## src/verilog/vdp_cmd_pkg.sv

```systemverilog
// Command engine definitions
// Command and logical operation codes, command register struct
`default_nettype none

package vdp_cmd_pkg;

  localparam int reg_num_w = 4;   // Host register index
  localparam int coord_w   = 10;

  typedef logic [coord_w-1:0] coord_t;

  // Codes kept from the R46 command field
  typedef enum logic [3:0] {
    cmd_stop  = 4'd0,
    cmd_point = 4'd4,
    cmd_pset  = 4'd5,
    cmd_lmmv  = 4'd8,
    cmd_lmmm  = 4'd9,
    cmd_hmmv  = 4'd12,
    cmd_hmmm  = 4'd13
  } cmd_code_e;

  typedef enum logic [2:0] {
    op_imp = 3'd0,
    op_and = 3'd1,
    op_or  = 3'd2,
    op_eor = 3'd3,
    op_not = 3'd4
  } logop_e;

  typedef struct packed {
    coord_t    sx;
    coord_t    dx;
    coord_t    nx;
    coord_t    sy;
    coord_t    dy;
    coord_t    ny;
    logic [7:0] clr;
    logic      mm;           // Unused by the kept commands
    logic      eq;
    logic      dix;          // Step left
    logic      diy;          // Step up
    cmd_code_e cmd;
    logic      transparent;
    logop_e    logop;
  } cmd_reg_t;

  // High-speed commands move whole bytes
  function automatic logic is_byte_cmd(input cmd_code_e c);
    return c == cmd_hmmv || c == cmd_hmmm;
  endfunction

endpackage

`default_nettype wire

```

## src/verilog/vdp_vram_pkg.sv

```systemverilog
// VRAM side definitions
// Screen modes, address width, read and write request payloads
`default_nettype none

package vdp_vram_pkg;

  localparam int vram_addr_w = 17;   // 128 KiB

  typedef enum logic [1:0] {
    mode_g4 = 2'd0,
    mode_g5 = 2'd1,
    mode_g6 = 2'd2,
    mode_g7 = 2'd3
  } gfx_mode_e;

  typedef struct packed {
    logic      cmd_enable;   // Any bitmap mode active
    gfx_mode_e mode;
  } gfx_mode_t;

  typedef struct packed {
    logic [vram_addr_w-1:0] addr;
  } vram_rd_t;

  typedef struct packed {
    logic [vram_addr_w-1:0] addr;
    logic [7:0]             data;
  } vram_wr_t;

  // Log2 of pixels per byte
  function automatic logic [1:0] pix_shift(input gfx_mode_e m);
    case (m)
      mode_g5: return 2'd2;
      mode_g7: return 2'd0;
      default: return 2'd1;
    endcase
  endfunction

endpackage

`default_nettype wire

```

## src/verilog/vdp_cmd_regs.sv

```systemverilog
// Command register file R32 to R46
// Toggle handshake for host writes, command start pulse
`timescale 1ns/100ps
`default_nettype none

module vdp_cmd_regs (
  input  wire                                 clk,
  input  wire                                 reset,
  input  wire vdp_vram_pkg::gfx_mode_t        mode,
  input  wire                                 reg_wr_req,
  input  wire [vdp_cmd_pkg::reg_num_w-1:0]    reg_num,
  input  wire [7:0]                           reg_data,
  input  wire                                 clr_load,
  input  wire [7:0]                           clr_value,
  output logic                                reg_wr_ack,
  output vdp_cmd_pkg::cmd_reg_t               regs,
  output logic                                cmd_start,
  output logic                                reg_stall
);

  // Pending write holds the engine
  assign reg_stall = reg_wr_req != reg_wr_ack;

  always_ff @(posedge clk or posedge reset) begin
    if (reset) begin
      reg_wr_ack <= 1'b0;
      cmd_start  <= 1'b0;
      regs       <= '0;
    end else begin
      cmd_start <= 1'b0;
      if (reg_wr_req != reg_wr_ack) begin
        reg_wr_ack <= ~reg_wr_ack;
        case (reg_num)
          4'd0:  regs.sx[7:0] <= reg_data;
          4'd1:  regs.sx[9:8] <= reg_data[1:0];
          4'd2:  regs.sy[7:0] <= reg_data;
          4'd3:  regs.sy[9:8] <= reg_data[1:0];
          4'd4:  regs.dx[7:0] <= reg_data;
          4'd5:  regs.dx[9:8] <= reg_data[1:0];
          4'd6:  regs.dy[7:0] <= reg_data;
          4'd7:  regs.dy[9:8] <= reg_data[1:0];
          4'd8:  regs.nx[7:0] <= reg_data;
          4'd9:  regs.nx[9:8] <= reg_data[1:0];
          4'd10: regs.ny[7:0] <= reg_data;
          4'd11: regs.ny[9:8] <= reg_data[1:0];
          4'd12: regs.clr     <= reg_data;
          4'd13: begin
            regs.mm  <= reg_data[0];
            regs.eq  <= reg_data[1];
            regs.dix <= reg_data[2];
            regs.diy <= reg_data[3];
          end
          4'd14: begin
            regs.cmd         <= vdp_cmd_pkg::cmd_code_e'(reg_data[7:4]);
            regs.transparent <= reg_data[3];
            regs.logop       <= vdp_cmd_pkg::logop_e'(reg_data[2:0]);
            cmd_start        <= mode.cmd_enable;   // Aborts a running command
          end
          default: ;
        endcase
      end else if (clr_load) begin
        regs.clr <= clr_value;   // POINT result
      end
    end
  end

endmodule

`default_nettype wire

```

## src/verilog/vdp_vram_port.sv

```systemverilog
// Toggle request port to VRAM
// Holds one request payload until the next start
`timescale 1ns/100ps
`default_nettype none

module vdp_vram_port #(
  parameter type payload_t = logic [7:0]
) (
  input  wire      clk,
  input  wire      reset,
  input  wire      start,
  input  wire      payload_t payload_in,
  input  wire      ack,
  output logic     req,
  output payload_t payload,
  output logic     busy
);

  always_ff @(posedge clk or posedge reset) begin
    if (reset) begin
      req <= 1'b0;
    end else if (start) begin
      req <= ~req;
    end
  end

  always_ff @(posedge clk) begin
    if (start) begin
      payload <= payload_in;   // Stable until acknowledged
    end
  end

  // Outstanding until the memory side echoes the toggle
  assign busy = req != ack;

endmodule

`default_nettype wire

```

## src/verilog/vdp_pixel_unit.sv

```systemverilog
// Pixel datapath for the command engine
// Pixel extraction, logical operation, merge into the VRAM byte
`timescale 1ns/100ps
`default_nettype none

module vdp_pixel_unit (
  input  wire vdp_vram_pkg::gfx_mode_e mode,
  input  wire                          byte_cmd,
  input  wire vdp_cmd_pkg::logop_e     logop,
  input  wire                          transparent,
  input  wire [7:0]                    rd_byte,
  input  wire [1:0]                    pix_pos,
  input  wire [7:0]                    src_colour,
  output logic [7:0]                   rd_point,
  output logic [7:0]                   wr_byte
);

  logic [7:0] mask;   // Pixel depth
  logic [2:0] sh;     // Bit offset of the addressed pixel
  logic [7:0] pix;
  logic [7:0] src;
  logic [7:0] res;
  logic [7:0] merged;

  // Leftmost pixel sits in the high bits
  always_comb begin
    case (mode)
      vdp_vram_pkg::mode_g5: begin
        mask = 8'h03;
        sh   = 3'd6 - {pix_pos, 1'b0};
      end
      vdp_vram_pkg::mode_g7: begin
        mask = 8'hff;
        sh   = 3'd0;
      end
      default: begin
        mask = 8'h0f;
        sh   = pix_pos[0] ? 3'd0 : 3'd4;
      end
    endcase
  end

  assign pix = (rd_byte >> sh) & mask;
  assign src = src_colour & mask;

  always_comb begin
    case (logop)
      vdp_cmd_pkg::op_imp: res = src;
      vdp_cmd_pkg::op_and: res = src & pix;
      vdp_cmd_pkg::op_or:  res = src | pix;
      vdp_cmd_pkg::op_eor: res = src ^ pix;
      vdp_cmd_pkg::op_not: res = ~src & mask;
      default:             res = pix;   // Undefined codes keep the destination
    endcase
    if (transparent && src == 8'd0) begin
      res = pix;
    end
  end

  // Neighbouring pixels untouched
  assign merged = (rd_byte & ~(mask << sh)) | ((res & mask) << sh);

  assign rd_point = byte_cmd ? rd_byte : pix;
  assign wr_byte  = byte_cmd ? src_colour : merged;

endmodule

`default_nettype wire

```

## src/verilog/vdp_cmd_engine.sv

```systemverilog
// Block command FSM for HMMV, HMMM, LMMV, LMMM, PSET and POINT
// Loop counters, right-edge clipping, pixel to VRAM address mapping
`timescale 1ns/100ps
`default_nettype none

module vdp_cmd_engine (
  input  wire                          clk,
  input  wire                          reset,
  input  wire vdp_vram_pkg::gfx_mode_t mode,
  input  wire vdp_cmd_pkg::cmd_reg_t   regs,
  input  wire                          cmd_start,
  input  wire                          reg_stall,
  input  wire                          rd_busy,
  input  wire                          wr_busy,
  input  wire [7:0]                    rd_point,
  input  wire [7:0]                    wr_byte,
  output logic                         rd_start,
  output vdp_vram_pkg::vram_rd_t       rd_payload,
  output logic                         wr_start,
  output vdp_vram_pkg::vram_wr_t       wr_payload,
  output logic [1:0]                   pix_pos,
  output logic [7:0]                   src_colour,
  output logic                         clr_load,
  output logic [7:0]                   clr_value,
  output logic                         ce
);

  typedef enum logic [2:0] {
    st_idle,
    st_chk_loop,
    st_rd_src,
    st_wait_src,
    st_rd_dst,
    st_wait_dst,
    st_wr,
    st_wait_wr
  } state_e;

  state_e              state;
  logic                init;         // First pass through the loop check
  vdp_cmd_pkg::coord_t sx_w, dx_w, sy_w, dy_w, ny_w, nx_w;
  vdp_cmd_pkg::coord_t step, x_step, y_step, nx_load;
  logic [7:0]          src_q;        // LMMM source pixel
  logic [7:0]          wr_q;         // Byte for the next write
  logic [1:0]          shift;
  logic                byte_cmd, copy_cmd, wide, row_end, ny_end, run;

  function automatic logic past_edge(input vdp_cmd_pkg::coord_t x, input logic wide_scr);
    return wide_scr ? x[9] : x[8];
  endfunction

  function automatic logic [vdp_vram_pkg::vram_addr_w-1:0] pix_addr(
    input vdp_vram_pkg::gfx_mode_e m,
    input vdp_cmd_pkg::coord_t     x,
    input vdp_cmd_pkg::coord_t     y
  );
    case (m)
      vdp_vram_pkg::mode_g4: return {y[9:0], x[7:1]};
      vdp_vram_pkg::mode_g5: return {y[9:0], x[8:2]};
      vdp_vram_pkg::mode_g6: return {y[8:0], x[8:1]};
      default:               return {y[8:0], x[7:0]};
    endcase
  endfunction

  assign byte_cmd = vdp_cmd_pkg::is_byte_cmd(regs.cmd);
  assign copy_cmd = regs.cmd inside {vdp_cmd_pkg::cmd_hmmm, vdp_cmd_pkg::cmd_lmmm};
  assign wide     = mode.mode inside {vdp_vram_pkg::mode_g5, vdp_vram_pkg::mode_g6};
  assign shift    = byte_cmd ? vdp_vram_pkg::pix_shift(mode.mode) : 2'd0;

  assign step    = vdp_cmd_pkg::coord_t'(1) << shift;   // Whole bytes for HMMx
  assign x_step  = regs.dix ? vdp_cmd_pkg::coord_t'(0) - step : step;
  assign y_step  = regs.diy ? '1 : vdp_cmd_pkg::coord_t'(1);
  assign nx_load = regs.nx >> shift;

  assign row_end = nx_w == '0 || past_edge(dx_w, wide) || (copy_cmd && past_edge(sx_w, wide));
  assign ny_end  = ny_w == vdp_cmd_pkg::coord_t'(1) ||
                   (regs.diy && (dy_w == '0 || (copy_cmd && sy_w == '0)));

  // FSM may advance this cycle
  assign run = !reg_stall && !cmd_start;

  assign rd_start   = run && !rd_busy && (state == st_rd_src || state == st_rd_dst);
  assign wr_start   = run && !wr_busy && state == st_wr;
  assign rd_payload = '{addr: (state == st_rd_src) ? pix_addr(mode.mode, sx_w, sy_w)
                                                   : pix_addr(mode.mode, dx_w, dy_w)};
  assign wr_payload = '{addr: pix_addr(mode.mode, dx_w, dy_w), data: wr_q};

  assign pix_pos    = (state == st_wait_src) ? sx_w[1:0] : dx_w[1:0];
  assign src_colour = (regs.cmd == vdp_cmd_pkg::cmd_lmmm) ? src_q : regs.clr;
  assign clr_load   = run && state == st_wait_src && !rd_busy &&
                      regs.cmd == vdp_cmd_pkg::cmd_point;
  assign clr_value  = rd_point;

  always_ff @(posedge clk) begin
    if (run) begin
      if (state == st_chk_loop) begin
        wr_q <= regs.clr;        // HMMV fill byte
      end
      if (state == st_wait_src && !rd_busy) begin
        src_q <= rd_point;
        wr_q  <= rd_point;       // HMMM copies the byte as read
      end
      if (state == st_wait_dst && !rd_busy) begin
        wr_q <= wr_byte;
      end
    end
  end

  always_ff @(posedge clk or posedge reset) begin
    if (reset) begin
      state <= st_idle;
      init  <= 1'b0;
      ce    <= 1'b0;
      sx_w  <= '0;
      dx_w  <= '0;
      sy_w  <= '0;
      dy_w  <= '0;
      ny_w  <= '0;
      nx_w  <= '0;
    end else if (cmd_start) begin
      sx_w  <= regs.sx;
      dx_w  <= regs.dx;
      sy_w  <= regs.sy;
      dy_w  <= regs.dy;
      ny_w  <= regs.ny;
      nx_w  <= nx_load;
      init  <= 1'b1;
      ce    <= 1'b1;
      state <= st_chk_loop;
    end else if (!reg_stall) begin
      case (state)
        st_chk_loop: begin
          init <= 1'b0;
          if (!init && row_end && ny_end) begin
            state <= st_idle;
            ce    <= 1'b0;
          end else begin
            case (regs.cmd)
              vdp_cmd_pkg::cmd_hmmv:  state <= st_wr;
              vdp_cmd_pkg::cmd_hmmm,
              vdp_cmd_pkg::cmd_lmmm,
              vdp_cmd_pkg::cmd_point: state <= st_rd_src;
              vdp_cmd_pkg::cmd_lmmv,
              vdp_cmd_pkg::cmd_pset:  state <= st_rd_dst;
              default: begin          // STOP and unknown codes
                state <= st_idle;
                ce    <= 1'b0;
              end
            endcase
          end
          if (!init && row_end) begin   // Next row
            nx_w <= nx_load;
            sx_w <= regs.sx;
            dx_w <= regs.dx;
            ny_w <= ny_w - vdp_cmd_pkg::coord_t'(1);
            dy_w <= dy_w + y_step;
            if (copy_cmd) begin
              sy_w <= sy_w + y_step;
            end
          end
        end
        st_rd_src: if (rd_start) state <= st_wait_src;
        st_wait_src: begin
          if (!rd_busy) begin
            sx_w <= sx_w + x_step;
            case (regs.cmd)
              vdp_cmd_pkg::cmd_point: begin
                state <= st_idle;
                ce    <= 1'b0;
              end
              vdp_cmd_pkg::cmd_lmmm: state <= st_rd_dst;
              default:               state <= st_wr;
            endcase
          end
        end
        st_rd_dst:   if (rd_start) state <= st_wait_dst;
        st_wait_dst: if (!rd_busy) state <= st_wr;
        st_wr:       if (wr_start) state <= st_wait_wr;
        st_wait_wr: begin
          if (!wr_busy) begin
            if (regs.cmd == vdp_cmd_pkg::cmd_pset) begin
              state <= st_idle;
              ce    <= 1'b0;
            end else begin
              dx_w  <= dx_w + x_step;
              nx_w  <= nx_w - vdp_cmd_pkg::coord_t'(1);
              state <= st_chk_loop;
            end
          end
        end
        default: state <= st_idle;
      endcase
    end
  end

endmodule

`default_nettype wire

```

## src/verilog/vdp_command.sv

```systemverilog
// VDP block command engine top
// Register file, FSM, pixel datapath and the two VRAM request ports
`timescale 1ns/100ps
`default_nettype none

module vdp_command (
  input  wire                               clk,
  input  wire                               reset,
  input  wire vdp_vram_pkg::gfx_mode_t      mode,
  input  wire                               reg_wr_req,
  input  wire [vdp_cmd_pkg::reg_num_w-1:0]  reg_num,
  input  wire [7:0]                         reg_data,
  input  wire                               vram_rd_ack,
  input  wire [7:0]                         vram_rd_data,
  input  wire                               vram_wr_ack,
  output logic                              reg_wr_ack,
  output logic                              vram_rd_req,
  output vdp_vram_pkg::vram_rd_t            vram_rd,
  output logic                              vram_wr_req,
  output vdp_vram_pkg::vram_wr_t            vram_wr,
  output logic [7:0]                        clr,
  output logic                              ce
);

  vdp_cmd_pkg::cmd_reg_t  regs;
  vdp_vram_pkg::vram_rd_t rd_payload;
  vdp_vram_pkg::vram_wr_t wr_payload;
  logic                   cmd_start, reg_stall, clr_load;
  logic                   rd_start, wr_start, rd_busy, wr_busy;
  logic [1:0]             pix_pos;
  logic [7:0]             clr_value, src_colour, rd_point, wr_byte;

  assign clr = regs.clr;   // Host-visible colour register

  vdp_cmd_regs u_regs (
    .clk,
    .reset,
    .mode,
    .reg_wr_req,
    .reg_num,
    .reg_data,
    .clr_load,
    .clr_value,
    .reg_wr_ack,
    .regs,
    .cmd_start,
    .reg_stall
  );

  vdp_cmd_engine u_engine (
    .clk,
    .reset,
    .mode,
    .regs,
    .cmd_start,
    .reg_stall,
    .rd_busy,
    .wr_busy,
    .rd_point,
    .wr_byte,
    .rd_start,
    .rd_payload,
    .wr_start,
    .wr_payload,
    .pix_pos,
    .src_colour,
    .clr_load,
    .clr_value,
    .ce
  );

  vdp_pixel_unit u_pixel (
    .mode        (mode.mode),
    .byte_cmd    (vdp_cmd_pkg::is_byte_cmd(regs.cmd)),
    .logop       (regs.logop),
    .transparent (regs.transparent),
    .rd_byte     (vram_rd_data),
    .pix_pos,
    .src_colour,
    .rd_point,
    .wr_byte
  );

  vdp_vram_port #(.payload_t(vdp_vram_pkg::vram_rd_t)) u_rd_port (
    .clk,
    .reset,
    .start      (rd_start),
    .payload_in (rd_payload),
    .ack        (vram_rd_ack),
    .req        (vram_rd_req),
    .payload    (vram_rd),
    .busy       (rd_busy)
  );

  vdp_vram_port #(.payload_t(vdp_vram_pkg::vram_wr_t)) u_wr_port (
    .clk,
    .reset,
    .start      (wr_start),
    .payload_in (wr_payload),
    .ack        (vram_wr_ack),
    .req        (vram_wr_req),
    .payload    (vram_wr),
    .busy       (wr_busy)
  );

endmodule

`default_nettype wire

```

## config.mk

```make
export PLATFORM = sky130hd
export DESIGN_NAME = vdp_command
export DESIGN_NICKNAME = d
export VERILOG_FILES = /design/src/verilog/vdp_cmd_pkg.sv /design/src/verilog/vdp_vram_pkg.sv /design/src/verilog/vdp_cmd_regs.sv /design/src/verilog/vdp_vram_port.sv /design/src/verilog/vdp_pixel_unit.sv /design/src/verilog/vdp_cmd_engine.sv /design/src/verilog/vdp_command.sv
export SDC_FILE = /design/constraint.sdc
export NUM_CORES = 1
export LEC_CHECK = 0
export BUFFER_PORTS_ARGS = -buffer_cell sky130_fd_sc_hd__buf_2
export CAP_MARGIN = 40
export CORE_ASPECT_RATIO = 1.4
export CORE_MARGIN = 5
export CORE_UTILIZATION = 67
export DETAILED_ROUTE_END_ITERATION = 12
export GPL_TIMING_DRIVEN = 1
export HOLD_SLACK_MARGIN = 0.05
export PLACE_DENSITY = 0.85
export RECOVER_POWER = 25
export REMOVE_ABC_BUFFERS = 1
export SLEW_MARGIN = 25
export SYNTH_ARGS = -nofsm -noshare
export SYNTH_HDL_FRONTEND = slang
export SYNTH_SLANG_ARGS = --single-unit
```

## constraint.sdc

```tcl
create_clock -name clk -period 8.6 [get_ports clk]
set_input_delay 1.72 -clock clk [delete_from_list [all_inputs] [get_ports clk]]
set_output_delay 1.72 -clock clk [all_outputs]
set_load 0.02 [all_outputs]
```

==> impl_results.md <==
- Total CTS buffers: 20
- Syn_area_per_cell: 9.43 um2
- Skew final: 0.0131 ns
- Core Footprint: 18700 um2
- IO Pins: 82
- FFs w/ async S/R, synth: 71.7%
- Pwr Density: 337 nW/um2
- Period minus WS final: 5.86 ns
- Yosys reg bits: 205
- DRC Markers: 0
- Nets: 1478
- Final setup viols: 0
- Fin crit share: 68.1%
- Mapped cell area: 12800 um2
- Cell Rows: 59
- Min-delay src: u_engine.wr_q[1]
- Cell Chain, Critical Path: buf_2, clkinvlp_2, clkbuf_1
- # fillers: 1325
- Setup Fix Bufs, Post-CTS: 0
- FF-to-FF path depth: 14
- Max Transition Viols Final: 133
- Via Count: 11100
- Synth unique cells: 75
- Clock Tree Buf Depth: 3
- Reg-to-reg setup timing slack: 4.07 ns
- Total power: 4.71 mW
- Initial antenna violation count: 1
- First drt pass iteration count: 6
- R2R Path Start: u_engine.state[2]
- Hold_ws: 0.421 ns
- Initial DRC Count: 1145
- Critical path's largest stage delay: 2.88 ns
- RSZ-0062 raised after global routing: no
- Routed len/inst: 21.7 um
- Max Freq: 0.171 GHz
- Total Negative Setup Slacks: 0 ns
- Routability-driven placement congestion ratio: 1.01
- DP HPWL: 25100 um
- Peak VDD IR: 237 uV
- CP delay by family, top: buffers and inverters
- Syn-to-layout area delta: 9.27%
- Worst-Margin Slew: 4.06 ns
- Worst path required time: 7.96 ns
- Max stage delay cell, worst path: clkbuf_1
- Max_slew headroom: -171%
- First-pass GRT wire length: 56000 um
- Largest net degree at the start of global routing: 92
- Hold Path Depth: 0
- Arr. time, crit path: 5.22 ns
- Full die area: 22000 um2
- Yosys warning total: 0
- Die Width: 127 um
- Root Driver: clkbuf_16
- Failing checks: max-capacitance violations, max-slew violations
- Clk slew on worst S/H paths: 0.07 ns
- Largest fanout on the critical path: 74
- Startpoint Class: primary input
- WL final: 35900 um
- Worst skew pair latency: 0.51 ns
- Dpl ws: 3.16 ns
- Leakage: 5.96 nW
- Critical path class: primary input to async pin
- Primary FF master, synth: dfrtp_1
- Max cap viols: 2
- Total clock sinks: 205
- H-tree depth: 1
- Status: complete, but fails checks
- Hold Path End: u_wr_port.payload[1]
- Tot GR Track Use: 31.5%
- Cell count after synthesis: 1354
- Worst min-delay path category: register to register
- Die height: 173 um
- Final ANT Viol Nets: 0
- Post-CTS sizing: 0
- Hold_buf cts: 0
- Worst path bufs/invs: 3
- Seq/Total Area, Yosys: 42.5%
- Vias per cell: 6.69
- FF-to-FF End: u_engine.wr_q[5]
- PortBufs: 81
- Final hold violations: 0
- GR Overflow Total: 0
- Worst Slack Setup Final: 2.74 ns
- Starting Density: 68.4%
- Layout cells sized above 1: 16.3%
- Crit path capture type: async pin
- EDFF count, synth: 58
- CTS tree: done
- Vias in the first global route: 10700
## sequential cells by signal (all words and copies together), names as in the netlist
signal             count
u_engine.wr_q          8
u_engine.state         3
u_engine.src_q         8
u_engine.sx_w         10
u_regs.cmd_start       1
u_engine.sy_w         10
u_wr_port.req          1
u_wr_port.payload     25
u_engine.dy_w         10
u_engine.init          1
u_engine.ce            1
u_rd_port.req          1
u_engine.dx_w         10
u_engine.nx_w         10
u_regs.regs           78
u_regs.reg_wr_ack      1
u_engine.ny_w         10
u_rd_port.payload     17
## per-layer routing
layer  global-route usage (%)  wire length [um]  up-vias  part of all wire [%]
met5                        0                 0        -                     0
met4                     15.5              1880        0                   5.2
met3                     4.35              2800      121                   7.8
met2                     53.3             17900      574                    50
met1                     39.5             13400     5362                    37
li1                         -                 -     5003                     -
## cells in the mapped netlist, types with 14 or more instances
library cell  instances  area share [%]
dfrtp_1             147              29
o21ai_0             132             5.2
nor3_1               31             1.2
nand2_1             165             4.9
nor2b_1              23             1.1
mux2i_1              43             3.4
a21oi_1              84             3.3
a221oi_1             18             1.2
nor2_1               89             2.6
nand3_1              20            0.78
a31oi_1              17            0.83
xor2_1               19             1.3
inv_1                52             1.5
edfxtp_1             58              14
xnor2_1              24             1.6
nor4_1               14            0.69
mux2_2               74             6.5
clkbuf_1             61             1.8
ha_1                 53             5.2
## cell usage in the layout, fill, tap and decap left out, types with 20 or more instances in the layout
| master | n |
|---|---|
| nand2_1 | 165 |
| dfrtp_1 | 146 |
| o21ai_0 | 132 |
| nor2_1 | 89 |
| a21oi_1 | 84 |
| buf_2 | 81 |
| mux2_2 | 74 |
| edfxtp_1 | 58 |
| ha_1 | 53 |
| inv_1 | 51 |
| mux2i_1 | 43 |
| nor3_1 | 30 |
| xnor2_1 | 24 |
| nor2b_1 | 23 |
| clkbuf_16 | 21 |
| nand3_1 | 20 |
## through the flow
step / utilization, % / std cells / area (um2)
floorplan: - / 1266 / 12400
global placement: 70.9 / 1606 / 13200
detailed placement: 71.0 / 1610 / 13300
CTS: 74.5 / 1646 / 13900
global route: 74.7 / 1652 / 14000
finish: 74.7 / 1652 / 14000
## worst max path at each step
stage	cells after the start	slack, ns	from	end
2_1_floorplan	1	2.93	reset	u_engine.ce
3_3_place_gp	16	3.28	mode[1]	u_engine.wr_q[7]
3_5_place_dp	16	3.16	mode[1]	u_engine.sx_w[9]
4_1_cts	16	3.67	mode[1]	u_engine.sx_w[9]
5_1_grt	3	1.71	reset	u_regs.cmd_start
6_report	3	2.74	reset	u_regs.cmd_start
## power by group
part	internal [mW]	total [mW]	switching, mW
registers	1.33	1.70	0.370
logic	0.888	2.13	1.24
clock network	0.495	0.873	0.379
## cell families after synthesis
| logic type | count (synthesis) | synth area share, % |
|---|---|---|
| AND/OR/NAND/NOR | 417 | 15.5 |
| AO/OA/AOI/OAI | 374 | 18.7 |
| flip-flops | 205 | 42.5 |
| buffers and inverters | 141 | 4.65 |
| multiplexers | 117 | 9.90 |
| adder cells (fa/ha/maj) | 57 | 5.82 |
| XOR/XNOR | 43 | 2.95 |
## area by class of cell
cell class                 count  area [um2]  area share, %
inverter                      53         200           1.43
multi-input combinational   1008        6790           48.7
clock inverter                11        91.3          0.655
sequential                   205        5420           38.9
clock buffer                  25         561           4.02
timing repair buffer         105         582           4.17
antenna                        1        2.50         0.0179
tap                          244         305           2.19
No activity file was read; power rests on OpenSTA's default activity.
